`config.mk`:
```
export PLATFORM = sky130hd
export DESIGN_NAME = pid_top
export DESIGN_NICKNAME = d
export VERILOG_FILES = /design/src/pid_reg_pkg.sv /design/src/pid_dp_pkg.sv /design/src/pid_fetch_stage.sv /design/src/pid_error_stage.sv /design/src/pid_accum_stage.sv /design/src/pid_top.sv
export VERILOG_INCLUDE_DIRS = /design/src /design/src/src
export SDC_FILE = /design/constraint.sdc
export NUM_CORES = 2
export LEC_CHECK = 0
export BUFFER_PORTS_ARGS = -buffer_cell sky130_fd_sc_hd__buf_2
export CAP_MARGIN = 20
export CORE_ASPECT_RATIO = 0.6
export CORE_MARGIN = 2
export CORE_UTILIZATION = 64
export CTS_CLUSTER_DIAMETER = 100
export DETAILED_ROUTE_END_ITERATION = 6
export PLACE_DENSITY = 0.81
export SLEW_MARGIN = 20
export SYNTH_ARGS = -nofsm -noshare
export SYNTH_HDL_FRONTEND = slang
export SYNTH_SLANG_ARGS = --single-unit
```
`constraint.sdc`:
```
create_clock -name clk_in -period 9.25 [get_ports clk_in]
set_clock_uncertainty 0.2 [all_clocks]
set_input_delay 0 -clock clk_in [delete_from_list [all_inputs] [get_ports clk_in]]
set_output_delay 0 -clock clk_in [all_outputs]
set_load 0.02 [all_outputs]
```
`src/pid_cfg.svh`:
```
`ifndef PID_CFG_SVH
`define PID_CFG_SVH

// ------------------------------------------------------------
// Sizes
// ------------------------------------------------------------
`define PID_N_CHAN        8
`define PID_W_CHAN        3
`define PID_W_DIN         18
`define PID_W_COEF        16
`define PID_W_DOUT        32
`define PID_W_WR_DATA     32

// Derived datapath widths
`define PID_W_ERROR       (`PID_W_DIN + 1)
`define PID_W_K           (`PID_W_COEF + 2)
`define PID_W_PROD        (`PID_W_ERROR + `PID_W_K)
`define PID_W_DELTA       (`PID_W_PROD + 2)

// Per-channel configuration after reset
`define PID_SETPOINT_INIT 0
`define PID_P_INIT        0
`define PID_I_INIT        0
`define PID_D_INIT        0
`define PID_INV_INIT      1'b0
`define PID_LOCK_EN_INIT  1'b0

`endif

```
`src/pid_reg_pkg.sv`:
```
`default_nettype none
`include "pid_cfg.svh"

package pid_reg_pkg;

    // ------------------------------------------------------------
    // Register map
    // ------------------------------------------------------------
    // One address per field of a channel
    typedef enum logic [3:0] {
        LOCK_EN   = 4'd0,
        INV_ERROR = 4'd1,
        SETPOINT  = 4'd2,
        P_COEF    = 4'd3,
        I_COEF    = 4'd4,
        D_COEF    = 4'd5,
        CLR_RQST  = 4'd6
    } pid_reg_addr_e;

    // Single write request
    typedef struct packed {
        logic                      en;
        logic [`PID_W_CHAN-1:0]    chan;
        pid_reg_addr_e             addr;
        logic [`PID_W_WR_DATA-1:0] data;
    } pid_wr_t;

endpackage

`default_nettype wire

```
`src/pid_dp_pkg.sv`:
```
`default_nettype none
`include "pid_cfg.svh"

package pid_dp_pkg;

    // Incoming sample
    typedef struct packed {
        logic                        dv;
        logic [`PID_W_CHAN-1:0]      chan;
        logic signed [`PID_W_DIN-1:0] data;
    } pid_sample_t;

    // Controller output
    typedef struct packed {
        logic                         dv;
        logic [`PID_W_CHAN-1:0]       chan;
        logic signed [`PID_W_DOUT-1:0] data;
    } pid_result_t;

    // Stage 1, sample plus channel config
    typedef struct packed {
        logic                          dv;
        logic [`PID_W_CHAN-1:0]        chan;
        logic signed [`PID_W_DIN-1:0]  din;
        logic signed [`PID_W_DIN-1:0]  setpoint;
        logic signed [`PID_W_COEF-1:0] p;
        logic signed [`PID_W_COEF-1:0] i;
        logic signed [`PID_W_COEF-1:0] d;
        logic                          lock_en;
        logic                          inv_error;
    } pid_fetch_t;

    // Stage 3, coefficient times error products
    typedef struct packed {
        logic                          dv;
        logic [`PID_W_CHAN-1:0]        chan;
        logic signed [`PID_W_PROD-1:0] prod1;
        logic signed [`PID_W_PROD-1:0] prod2;
        logic signed [`PID_W_PROD-1:0] prod3;
    } pid_prod_t;

endpackage

`default_nettype wire

```
`src/pid_fetch_stage.sv`:
```
`timescale 1ns/10ps
`default_nettype none
`include "pid_cfg.svh"

module pid_fetch_stage (
    input  logic                    clk_in,
    input  logic                    arst_n,
    input  pid_reg_pkg::pid_wr_t    wr,
    input  pid_dp_pkg::pid_sample_t smp,
    output pid_dp_pkg::pid_fetch_t  fetch,
    output logic [`PID_N_CHAN-1:0]  clr_vec
);
    import pid_reg_pkg::*;

    // Channel configuration
    logic [`PID_N_CHAN-1:0]        lock_en_mem;
    logic [`PID_N_CHAN-1:0]        inv_error_mem;
    logic signed [`PID_W_DIN-1:0]  setpoint_mem [`PID_N_CHAN];
    logic signed [`PID_W_COEF-1:0] p_mem [`PID_N_CHAN];
    logic signed [`PID_W_COEF-1:0] i_mem [`PID_N_CHAN];
    logic signed [`PID_W_COEF-1:0] d_mem [`PID_N_CHAN];

    logic                   wr_ok;
    logic [`PID_N_CHAN-1:0] clr_next;

    // Out-of-range channels are ignored
    assign wr_ok = wr.en && (wr.chan < `PID_N_CHAN);

    // ------------------------------------------------------------
    // Register writes
    // ------------------------------------------------------------
    always_ff @(posedge clk_in or negedge arst_n) begin
        if (!arst_n) begin
            for (int c = 0; c < `PID_N_CHAN; c++) begin
                lock_en_mem[c]   <= `PID_LOCK_EN_INIT;
                inv_error_mem[c] <= `PID_INV_INIT;
                setpoint_mem[c]  <= `PID_SETPOINT_INIT;
                p_mem[c]         <= `PID_P_INIT;
                i_mem[c]         <= `PID_I_INIT;
                d_mem[c]         <= `PID_D_INIT;
            end
        end else if (wr_ok) begin
            case (wr.addr)
                LOCK_EN:   lock_en_mem[wr.chan]   <= wr.data[0];
                INV_ERROR: inv_error_mem[wr.chan] <= wr.data[0];
                SETPOINT:  setpoint_mem[wr.chan]  <= wr.data[`PID_W_DIN-1:0];
                P_COEF:    p_mem[wr.chan]         <= wr.data[`PID_W_COEF-1:0];
                I_COEF:    i_mem[wr.chan]         <= wr.data[`PID_W_COEF-1:0];
                D_COEF:    d_mem[wr.chan]         <= wr.data[`PID_W_COEF-1:0];
                default: ;
            endcase
        end
    end

    // Clear request, single cycle per channel
    always_comb begin
        clr_next = '0;
        if (wr_ok && (wr.addr == CLR_RQST) && wr.data[0] && !clr_vec[wr.chan]) begin
            clr_next[wr.chan] = 1'b1;
        end
    end

    always_ff @(posedge clk_in or negedge arst_n) begin
        if (!arst_n) begin
            clr_vec <= '0;
        end else begin
            clr_vec <= clr_next;
        end
    end

    // ------------------------------------------------------------
    // Stage 1, fetch
    // ------------------------------------------------------------
    always_ff @(posedge clk_in or negedge arst_n) begin
        if (!arst_n) begin
            fetch <= '0;
        end else begin
            // Drop samples of a channel being cleared
            fetch.dv        <= smp.dv && !clr_vec[smp.chan];
            fetch.chan      <= smp.chan;
            fetch.din       <= smp.data;
            fetch.setpoint  <= setpoint_mem[smp.chan];
            fetch.p         <= p_mem[smp.chan];
            fetch.i         <= i_mem[smp.chan];
            fetch.d         <= d_mem[smp.chan];
            fetch.lock_en   <= lock_en_mem[smp.chan];
            fetch.inv_error <= inv_error_mem[smp.chan];
        end
    end

    // Clear pulse never lasts two cycles
    a_clr_pulse: assert property (@(posedge clk_in) disable iff (!arst_n)
        ((clr_vec & $past(clr_vec)) == '0))
        else $error("clr_vec held high for two cycles");

endmodule

`default_nettype wire

```
`src/pid_error_stage.sv`:
```
`timescale 1ns/10ps
`default_nettype none
`include "pid_cfg.svh"

module pid_error_stage (
    input  logic                   clk_in,
    input  logic                   arst_n,
    input  pid_dp_pkg::pid_fetch_t fetch,
    input  logic [`PID_N_CHAN-1:0] clr_vec,
    output pid_dp_pkg::pid_prod_t  prod
);

    // Error history per channel
    logic signed [`PID_W_ERROR-1:0] err_prev1_mem [`PID_N_CHAN];
    logic signed [`PID_W_ERROR-1:0] err_prev2_mem [`PID_N_CHAN];

    logic                           flush2;
    logic signed [`PID_W_ERROR-1:0] err_raw;
    logic signed [`PID_W_ERROR-1:0] err_new;
    logic signed [`PID_W_K-1:0]     k1_new;
    logic signed [`PID_W_K-1:0]     k2_new;
    logic signed [`PID_W_K-1:0]     k3_new;

    // Stage 2 registers
    logic                           dv2;
    logic [`PID_W_CHAN-1:0]         chan2;
    logic signed [`PID_W_ERROR-1:0] err2;
    logic signed [`PID_W_ERROR-1:0] prev1_2;
    logic signed [`PID_W_ERROR-1:0] prev2_2;
    logic signed [`PID_W_K-1:0]     k1_2;
    logic signed [`PID_W_K-1:0]     k2_2;
    logic signed [`PID_W_K-1:0]     k3_2;

    // ------------------------------------------------------------
    // Stage 2, error and z-domain coefficients
    // ------------------------------------------------------------
    always_comb begin
        // Unlocked channels produce nothing
        flush2  = clr_vec[fetch.chan] || !fetch.lock_en;
        err_raw = $signed(fetch.setpoint) - $signed(fetch.din);
        // Inverted error is -e-1
        err_new = fetch.inv_error ? ~err_raw : err_raw;
        k1_new  = $signed(fetch.p) + $signed(fetch.i) + $signed(fetch.d);
        k2_new  = -$signed(fetch.p) - ($signed(fetch.d) <<< 1);
        k3_new  = $signed(fetch.d);
    end

    always_ff @(posedge clk_in or negedge arst_n) begin
        if (!arst_n) begin
            dv2     <= 1'b0;
            chan2   <= '0;
            err2    <= '0;
            prev1_2 <= '0;
            prev2_2 <= '0;
            k1_2    <= '0;
            k2_2    <= '0;
            k3_2    <= '0;
        end else begin
            dv2     <= fetch.dv && !flush2;
            chan2   <= fetch.chan;
            err2    <= err_new;
            prev1_2 <= err_prev1_mem[fetch.chan];
            prev2_2 <= err_prev2_mem[fetch.chan];
            k1_2    <= k1_new;
            k2_2    <= k2_new;
            k3_2    <= k3_new;
        end
    end

    // ------------------------------------------------------------
    // Stage 3, history writeback and products
    // ------------------------------------------------------------
    always_ff @(posedge clk_in or negedge arst_n) begin
        if (!arst_n) begin
            for (int c = 0; c < `PID_N_CHAN; c++) begin
                err_prev1_mem[c] <= '0;
                err_prev2_mem[c] <= '0;
            end
        end else begin
            if (dv2) begin
                err_prev1_mem[chan2] <= err2;
                err_prev2_mem[chan2] <= prev1_2;
            end
            // Clear wins over writeback
            for (int c = 0; c < `PID_N_CHAN; c++) begin
                if (clr_vec[c]) begin
                    err_prev1_mem[c] <= '0;
                    err_prev2_mem[c] <= '0;
                end
            end
        end
    end

    always_ff @(posedge clk_in or negedge arst_n) begin
        if (!arst_n) begin
            prod <= '0;
        end else begin
            prod.dv    <= dv2 && !clr_vec[chan2];
            prod.chan  <= chan2;
            prod.prod1 <= k1_2 * err2;
            prod.prod2 <= k2_2 * prev1_2;
            prod.prod3 <= k3_2 * prev2_2;
        end
    end

    // Lock gating upstream of any valid item
    a_lock_gate: assert property (@(posedge clk_in) disable iff (!arst_n)
        dv2 |-> $past(fetch.lock_en))
        else $error("stage 2 item valid without lock_en");

endmodule

`default_nettype wire

```
`src/pid_accum_stage.sv`:
```
`timescale 1ns/10ps
`default_nettype none
`include "pid_cfg.svh"

module pid_accum_stage (
    input  logic                    clk_in,
    input  logic                    arst_n,
    input  pid_dp_pkg::pid_prod_t   prod,
    input  logic [`PID_N_CHAN-1:0]  clr_vec,
    output pid_dp_pkg::pid_result_t res
);

    // Unclamped sum needs one bit above the wider operand
    localparam int W_SUM = ((`PID_W_DOUT > `PID_W_DELTA) ? `PID_W_DOUT : `PID_W_DELTA) + 1;
    localparam logic signed [`PID_W_DOUT-1:0] MAX_DOUT = {1'b0, {(`PID_W_DOUT-1){1'b1}}};
    localparam logic signed [`PID_W_DOUT-1:0] MIN_DOUT = {1'b1, {(`PID_W_DOUT-1){1'b0}}};

    // Previous output per channel
    logic signed [`PID_W_DOUT-1:0] dout_mem [`PID_N_CHAN];

    // Stage 4
    logic                          dv4;
    logic [`PID_W_CHAN-1:0]        chan4;
    logic signed [`PID_W_DELTA-1:0] delta4;
    logic signed [`PID_W_DOUT-1:0] dout_prev4;

    // Stage 5
    logic signed [W_SUM-1:0]       sum5;
    logic                          dv5;
    logic [`PID_W_CHAN-1:0]        chan5;
    logic signed [`PID_W_DOUT-1:0] dout5;

    // ------------------------------------------------------------
    // Stage 4, delta and previous output
    // ------------------------------------------------------------
    always_ff @(posedge clk_in or negedge arst_n) begin
        if (!arst_n) begin
            dv4        <= 1'b0;
            chan4      <= '0;
            delta4     <= '0;
            dout_prev4 <= '0;
        end else begin
            dv4        <= prod.dv && !clr_vec[prod.chan];
            chan4      <= prod.chan;
            delta4     <= prod.prod1 + prod.prod2 + prod.prod3;
            dout_prev4 <= dout_mem[prod.chan];
        end
    end

    // ------------------------------------------------------------
    // Stage 5, accumulate and saturate
    // ------------------------------------------------------------
    assign sum5 = dout_prev4 + delta4;

    always_ff @(posedge clk_in or negedge arst_n) begin
        if (!arst_n) begin
            dv5   <= 1'b0;
            chan5 <= '0;
            dout5 <= '0;
        end else begin
            dv5   <= dv4 && !clr_vec[chan4];
            chan5 <= chan4;
            if (sum5 > MAX_DOUT) begin
                dout5 <= MAX_DOUT;
            end else if (sum5 < MIN_DOUT) begin
                dout5 <= MIN_DOUT;
            end else begin
                dout5 <= sum5[`PID_W_DOUT-1:0];
            end
        end
    end

    // ------------------------------------------------------------
    // Stage 6, output history and result
    // ------------------------------------------------------------
    always_ff @(posedge clk_in or negedge arst_n) begin
        if (!arst_n) begin
            for (int c = 0; c < `PID_N_CHAN; c++) begin
                dout_mem[c] <= '0;
            end
        end else begin
            if (dv5) begin
                dout_mem[chan5] <= dout5;
            end
            for (int c = 0; c < `PID_N_CHAN; c++) begin
                if (clr_vec[c]) begin
                    dout_mem[c] <= '0;
                end
            end
        end
    end

    always_ff @(posedge clk_in or negedge arst_n) begin
        if (!arst_n) begin
            res <= '0;
        end else begin
            res.dv   <= dv5 && !clr_vec[chan5];
            res.chan <= chan5;
            res.data <= dout5;
        end
    end

    a_res_chan: assert property (@(posedge clk_in) disable iff (!arst_n)
        res.dv |-> (res.chan < `PID_N_CHAN))
        else $error("result on channel %0d out of range", res.chan);

endmodule

`default_nettype wire

```
`src/pid_top.sv`:
```
`timescale 1ns/10ps
`default_nettype none
`include "pid_cfg.svh"

module pid_top (
    input  logic                    clk_in,
    input  logic                    arst_n,
    input  pid_reg_pkg::pid_wr_t    wr,
    input  pid_dp_pkg::pid_sample_t smp,
    output pid_dp_pkg::pid_result_t res
);
    import pid_dp_pkg::*;

    // Stage-to-stage links
    pid_fetch_t             fetch;
    pid_prod_t              prod;
    // Clear pulses go to every stage
    logic [`PID_N_CHAN-1:0] clr_vec;

    // ------------------------------------------------------------
    // Config, clear and stage 1
    // ------------------------------------------------------------
    pid_fetch_stage u_fetch (
        .clk_in  (clk_in),
        .arst_n  (arst_n),
        .wr      (wr),
        .smp     (smp),
        .fetch   (fetch),
        .clr_vec (clr_vec)
    );

    // Stages 2 and 3
    pid_error_stage u_error (
        .clk_in  (clk_in),
        .arst_n  (arst_n),
        .fetch   (fetch),
        .clr_vec (clr_vec),
        .prod    (prod)
    );

    // Stages 4 to 6
    pid_accum_stage u_accum (
        .clk_in  (clk_in),
        .arst_n  (arst_n),
        .prod    (prod),
        .clr_vec (clr_vec),
        .res     (res)
    );

endmodule

`default_nettype wire

```
==> results.py <==
metrics = {
    "timing": {
        "tns_ns": 0,
        "rsz0062_at_grt": "no",
        "slew_headroom": 0.180,
        "slew_viol_final": 0,
        "tightest_slew_ns": 1.23,
        "fmax_mhz": 126,
        "setup_viol": 0,
        "period_minus_slack_ns": 7.96,
        "worst_slack_ns": 1.29,
        "period_share": 0.860,
        "hold_violations": 0,
    },
    "setup_path": {
        "cp-start-kind": "register",
        "r2r_slack_ns": 1.29,
        "timing.critical_path.max_delay_family": "adder cells",
        "worstPathArrival_ns": 8.44,
        "crit_fanout": 26,
        "regToRegEndpoint": "u_error.prod[107]$_DFF_PN0_",
        "crit_slowest_cell": "dfrtp_1",
        "path_common_cell": "fa_1",
        "cp_cell_sequence": "nand2_1 -> fa_1 -> inv_1 -> fa_1 -> fa_1 -> fa_1 -> fa_1 -> inv_1 -> fa_1 -> inv_1 -> ha_1 -> o2111ai_1 -> nand2_1 -> nand3_1 -> a211oi_1 -> o2111ai_1 -> a211oi_1 -> o311ai_0 -> a21bo_2 -> nand3_1",
        "r2r-start": "u_error.err2[8]$_DFF_PN0_",
        "crit_type": "register to register",
        "crit_buf_inv": 3,
        "worst_path_largest_cell_delay_ns": 1.12,
        "reg2regPathDepth": 20,
        "endpoint_kind": "register",
        "required_ns": 9.74,
    },
    "hold_path": {
        "hold_end": "u_fetch.clr_vec[3]$_DFF_PN0_",
        "hp-start": "wr[37]",
        "hold_class": "input pin to register",
        "hold-path-cell-count": 4,
    },
    "route": {
        "first_pass_iters": 7,
        "antenna_left": 0,
        "wirelength_um": 310000,
        "avgViaCountPerCell": 6.30,
        "drcViolationCount": 0,
        "avgRoutedWirePerCell_um": 25.5,
        "vias": 76600,
        "first_iter_violations": 9252,
    },
    "finish": {
        "multi_input_area_mm2": 0.0616,
        "finalNetCount": 11300,
        "syn_to_final_growth_pct": 7.31,
        "fillerInstances": 11400,
        "layout-drive-gt1-share": 0.152,
        "regArea_mm2": 0.0395,
    },
    "clock_network": {
        "cts_resized": 0,
        "clk_latency_ns": 0.82,
        "cts.path.max_buffers": 4,
        "cts_setup_buffers": 0,
        "clock_sinks": 1575,
        "cts_hold_buf": 81,
        "cts_tree": "done",
        "cts-root-buf": "clkbuf_16",
        "numCtsBuffers": 151,
        "clkTransAtPathRegs_ns": 0.07,
        "htree_levels": 4,
    },
    "grt": {
        "grt_pass1_vias": 81300,
        "grt-ovfl-total": 0,
        "antenna_found_initial": 23,
        "grt_pass1_wl_um": 479000,
        "grt_max_degree": 192,
        "track_usage": 0.368,
    },
    "floorplan": {
        "num_rows": 116,
        "start_util": 0.646,
        "pin_count": 100,
        "dieArea_mm2": 0.172,
        "die_y_um": 322,
        "core-area_mm2": 0.167,
        "die_w_um": 534,
    },
    "logic_synthesis": {
        "synth.distinct_cells": 88,
        "ys_seq_area_frac": 0.365,
        "syn_avg_cell_area_um2": 10.8,
        "synthesis.area_mm2": 0.108,
        "synth-async-reset-ratio": 1.00,
        "yosysWarnings": 0,
        "synth_edf_count": 0,
        "ys_ff_latch": 1575,
        "synth_cells": 9959,
        "ys.flop_type": "dfrtp_1",
        "synth_fp_nets": 11500,
    },
    "flow_run": {
        "maxCapViolations": 0,
    },
    "status": {
        "outcome": "complete, no violations",
    },
    "place": {
        "dp_hpwl_um": 208000,
        "io_buffers": 85,
        "dp_slack_ns": 1.47,
        "place_congestion": 0.987,
    },
}
[stage by stage]
stage	std cells	cell area, µm²	hold WS, ns	util
final	12200	116000	0.0853	0.693
after global routing	12200	116000	0.0783	0.693
after CTS	12100	116000	0.0131	0.693
after detailed placement	11800	110000	-0.0907	0.658
after global placement	11800	110000	-0.0884	0.658
after floorplan	9959	108000	-0.496	-
[worst max path at each step]
stage | end | start | depth (start not counted)
after floorplan | u_error.prod[72]$_DFF_PN0_ | u_error.k2_2[9]$_DFF_PN0_ | 26
after global placement | u_error.prod[110]$_DFF_PN0_ | u_error.err2[11]$_DFF_PN0_ | 20
after detailed placement | u_error.prod[107]$_DFF_PN0_ | u_error.err2[13]$_DFF_PN0_ | 21
after CTS | u_error.prod[107]$_DFF_PN0_ | u_error.err2[13]$_DFF_PN0_ | 21
after global routing | u_error.prod[72]$_DFF_PN0_ | u_error.prev1_2[8]$_DFF_PN0_ | 21
final | u_error.prod[107]$_DFF_PN0_ | u_error.err2[8]$_DFF_PN0_ | 20
[area by class of cell]
type,count,area share
antenna,13,0.000281
tap,2242,0.0242
multi-input combinational,6540,0.532
timing repair buffer,283,0.0199
sequential,1575,0.341
clock inverter,52,0.00550
clock buffer,213,0.0369
inverter,1242,0.0403
[flip-flops by register name, summed over array words and instances (netlist names), 16 cells and up]
name and flops:
u_error.err_prev2_mem 152, u_error.prev1_2 19, u_error.k3_2 16, u_fetch.setpoint_mem 144
u_accum.res 36, u_fetch.fetch 90, u_accum.delta4 39, u_error.err2 19
u_fetch.i_mem 128, u_error.k1_2 18, u_error.err_prev1_mem 152, u_fetch.p_mem 128
u_accum.dout_mem 256, u_accum.dout5 32, u_error.prev2_2 19, u_error.k2_2 18
u_error.prod 113, u_fetch.d_mem 128, u_accum.dout_prev4 32
[tightest hold or removal path, delay by kind of cell]
family | cells | cell delay, ns
buffers and inverters | 2 | 0.80
and+or+nand+nor | 2 | 0.24
[per-layer routing]
| metal | GRT usage | up-vias | wire [µm] | share of wire |
|---|---|---|---|---|
| met5 | 0 | - | 126 | 0.00041 |
| met4 | 0.127 | 18 | 11200 | 0.036 |
| met3 | 0.163 | 853 | 48000 | 0.15 |
| met2 | 0.526 | 5041 | 132000 | 0.42 |
| met1 | 0.503 | 39000 | 119000 | 0.38 |
| li1 | - | 31700 | - | - |
[Yosys cell counts, drive strengths merged, types with 166 or more instances]
| cell type | number | area, µm² |
|---|---|---|
| and2 | 503 | 3150 |
| dfrtp | 1575 | 39400 |
| inv | 1242 | 4660 |
| fa | 1052 | 21100 |
| ha | 420 | 5260 |
| mux2 | 683 | 7690 |
| clkbuf | 545 | 2080 |
| mux4 | 288 | 6490 |
| nor2 | 212 | 798 |
| xnor2 | 166 | 1450 |
| a21oi | 726 | 3630 |
| nand2 | 1709 | 6410 |
[cell usage in the layout, fill, tap and decap left out, drive strengths merged, types with 21 or more instances in the layout]
master	instances
nand3	53
dlygate4sd3	80
buf	203
nand2b	42
and3	22
inv	1253
o21ai	103
mux2	683
dfrtp	1575
nor2	212
a21oi	726
clkbuf	213
a211oi	22
a31oi	21
nand2	1709
o21a	29
nor2b	40
o22ai	32
xor2	49
ha	420
mux4	288
a21o	59
and2	503
xnor2	166
nor3	61
fa	1052
clkinv	25
[kinds of logic (layout without fill, tap and decap cells)]
group / Yosys count / count (layout) / share of synthesized area
xor+xnor: 215 / 215 / 0.0174
simple gates: 2729 / 2729 / 0.113
buf+inv: 1844 / 1790 / 0.0649
mux: 978 / 978 / 0.132
compound gates: 1146 / 1146 / 0.0634
other cells: 0 / 13 / 0
flops: 1575 / 1575 / 0.365
fa+ha+maj: 1472 / 1472 / 0.244
Power is left out: the tool's default activity adds up to more than one toggle a clock period on the data nets, which glitch-free logic cannot reach.
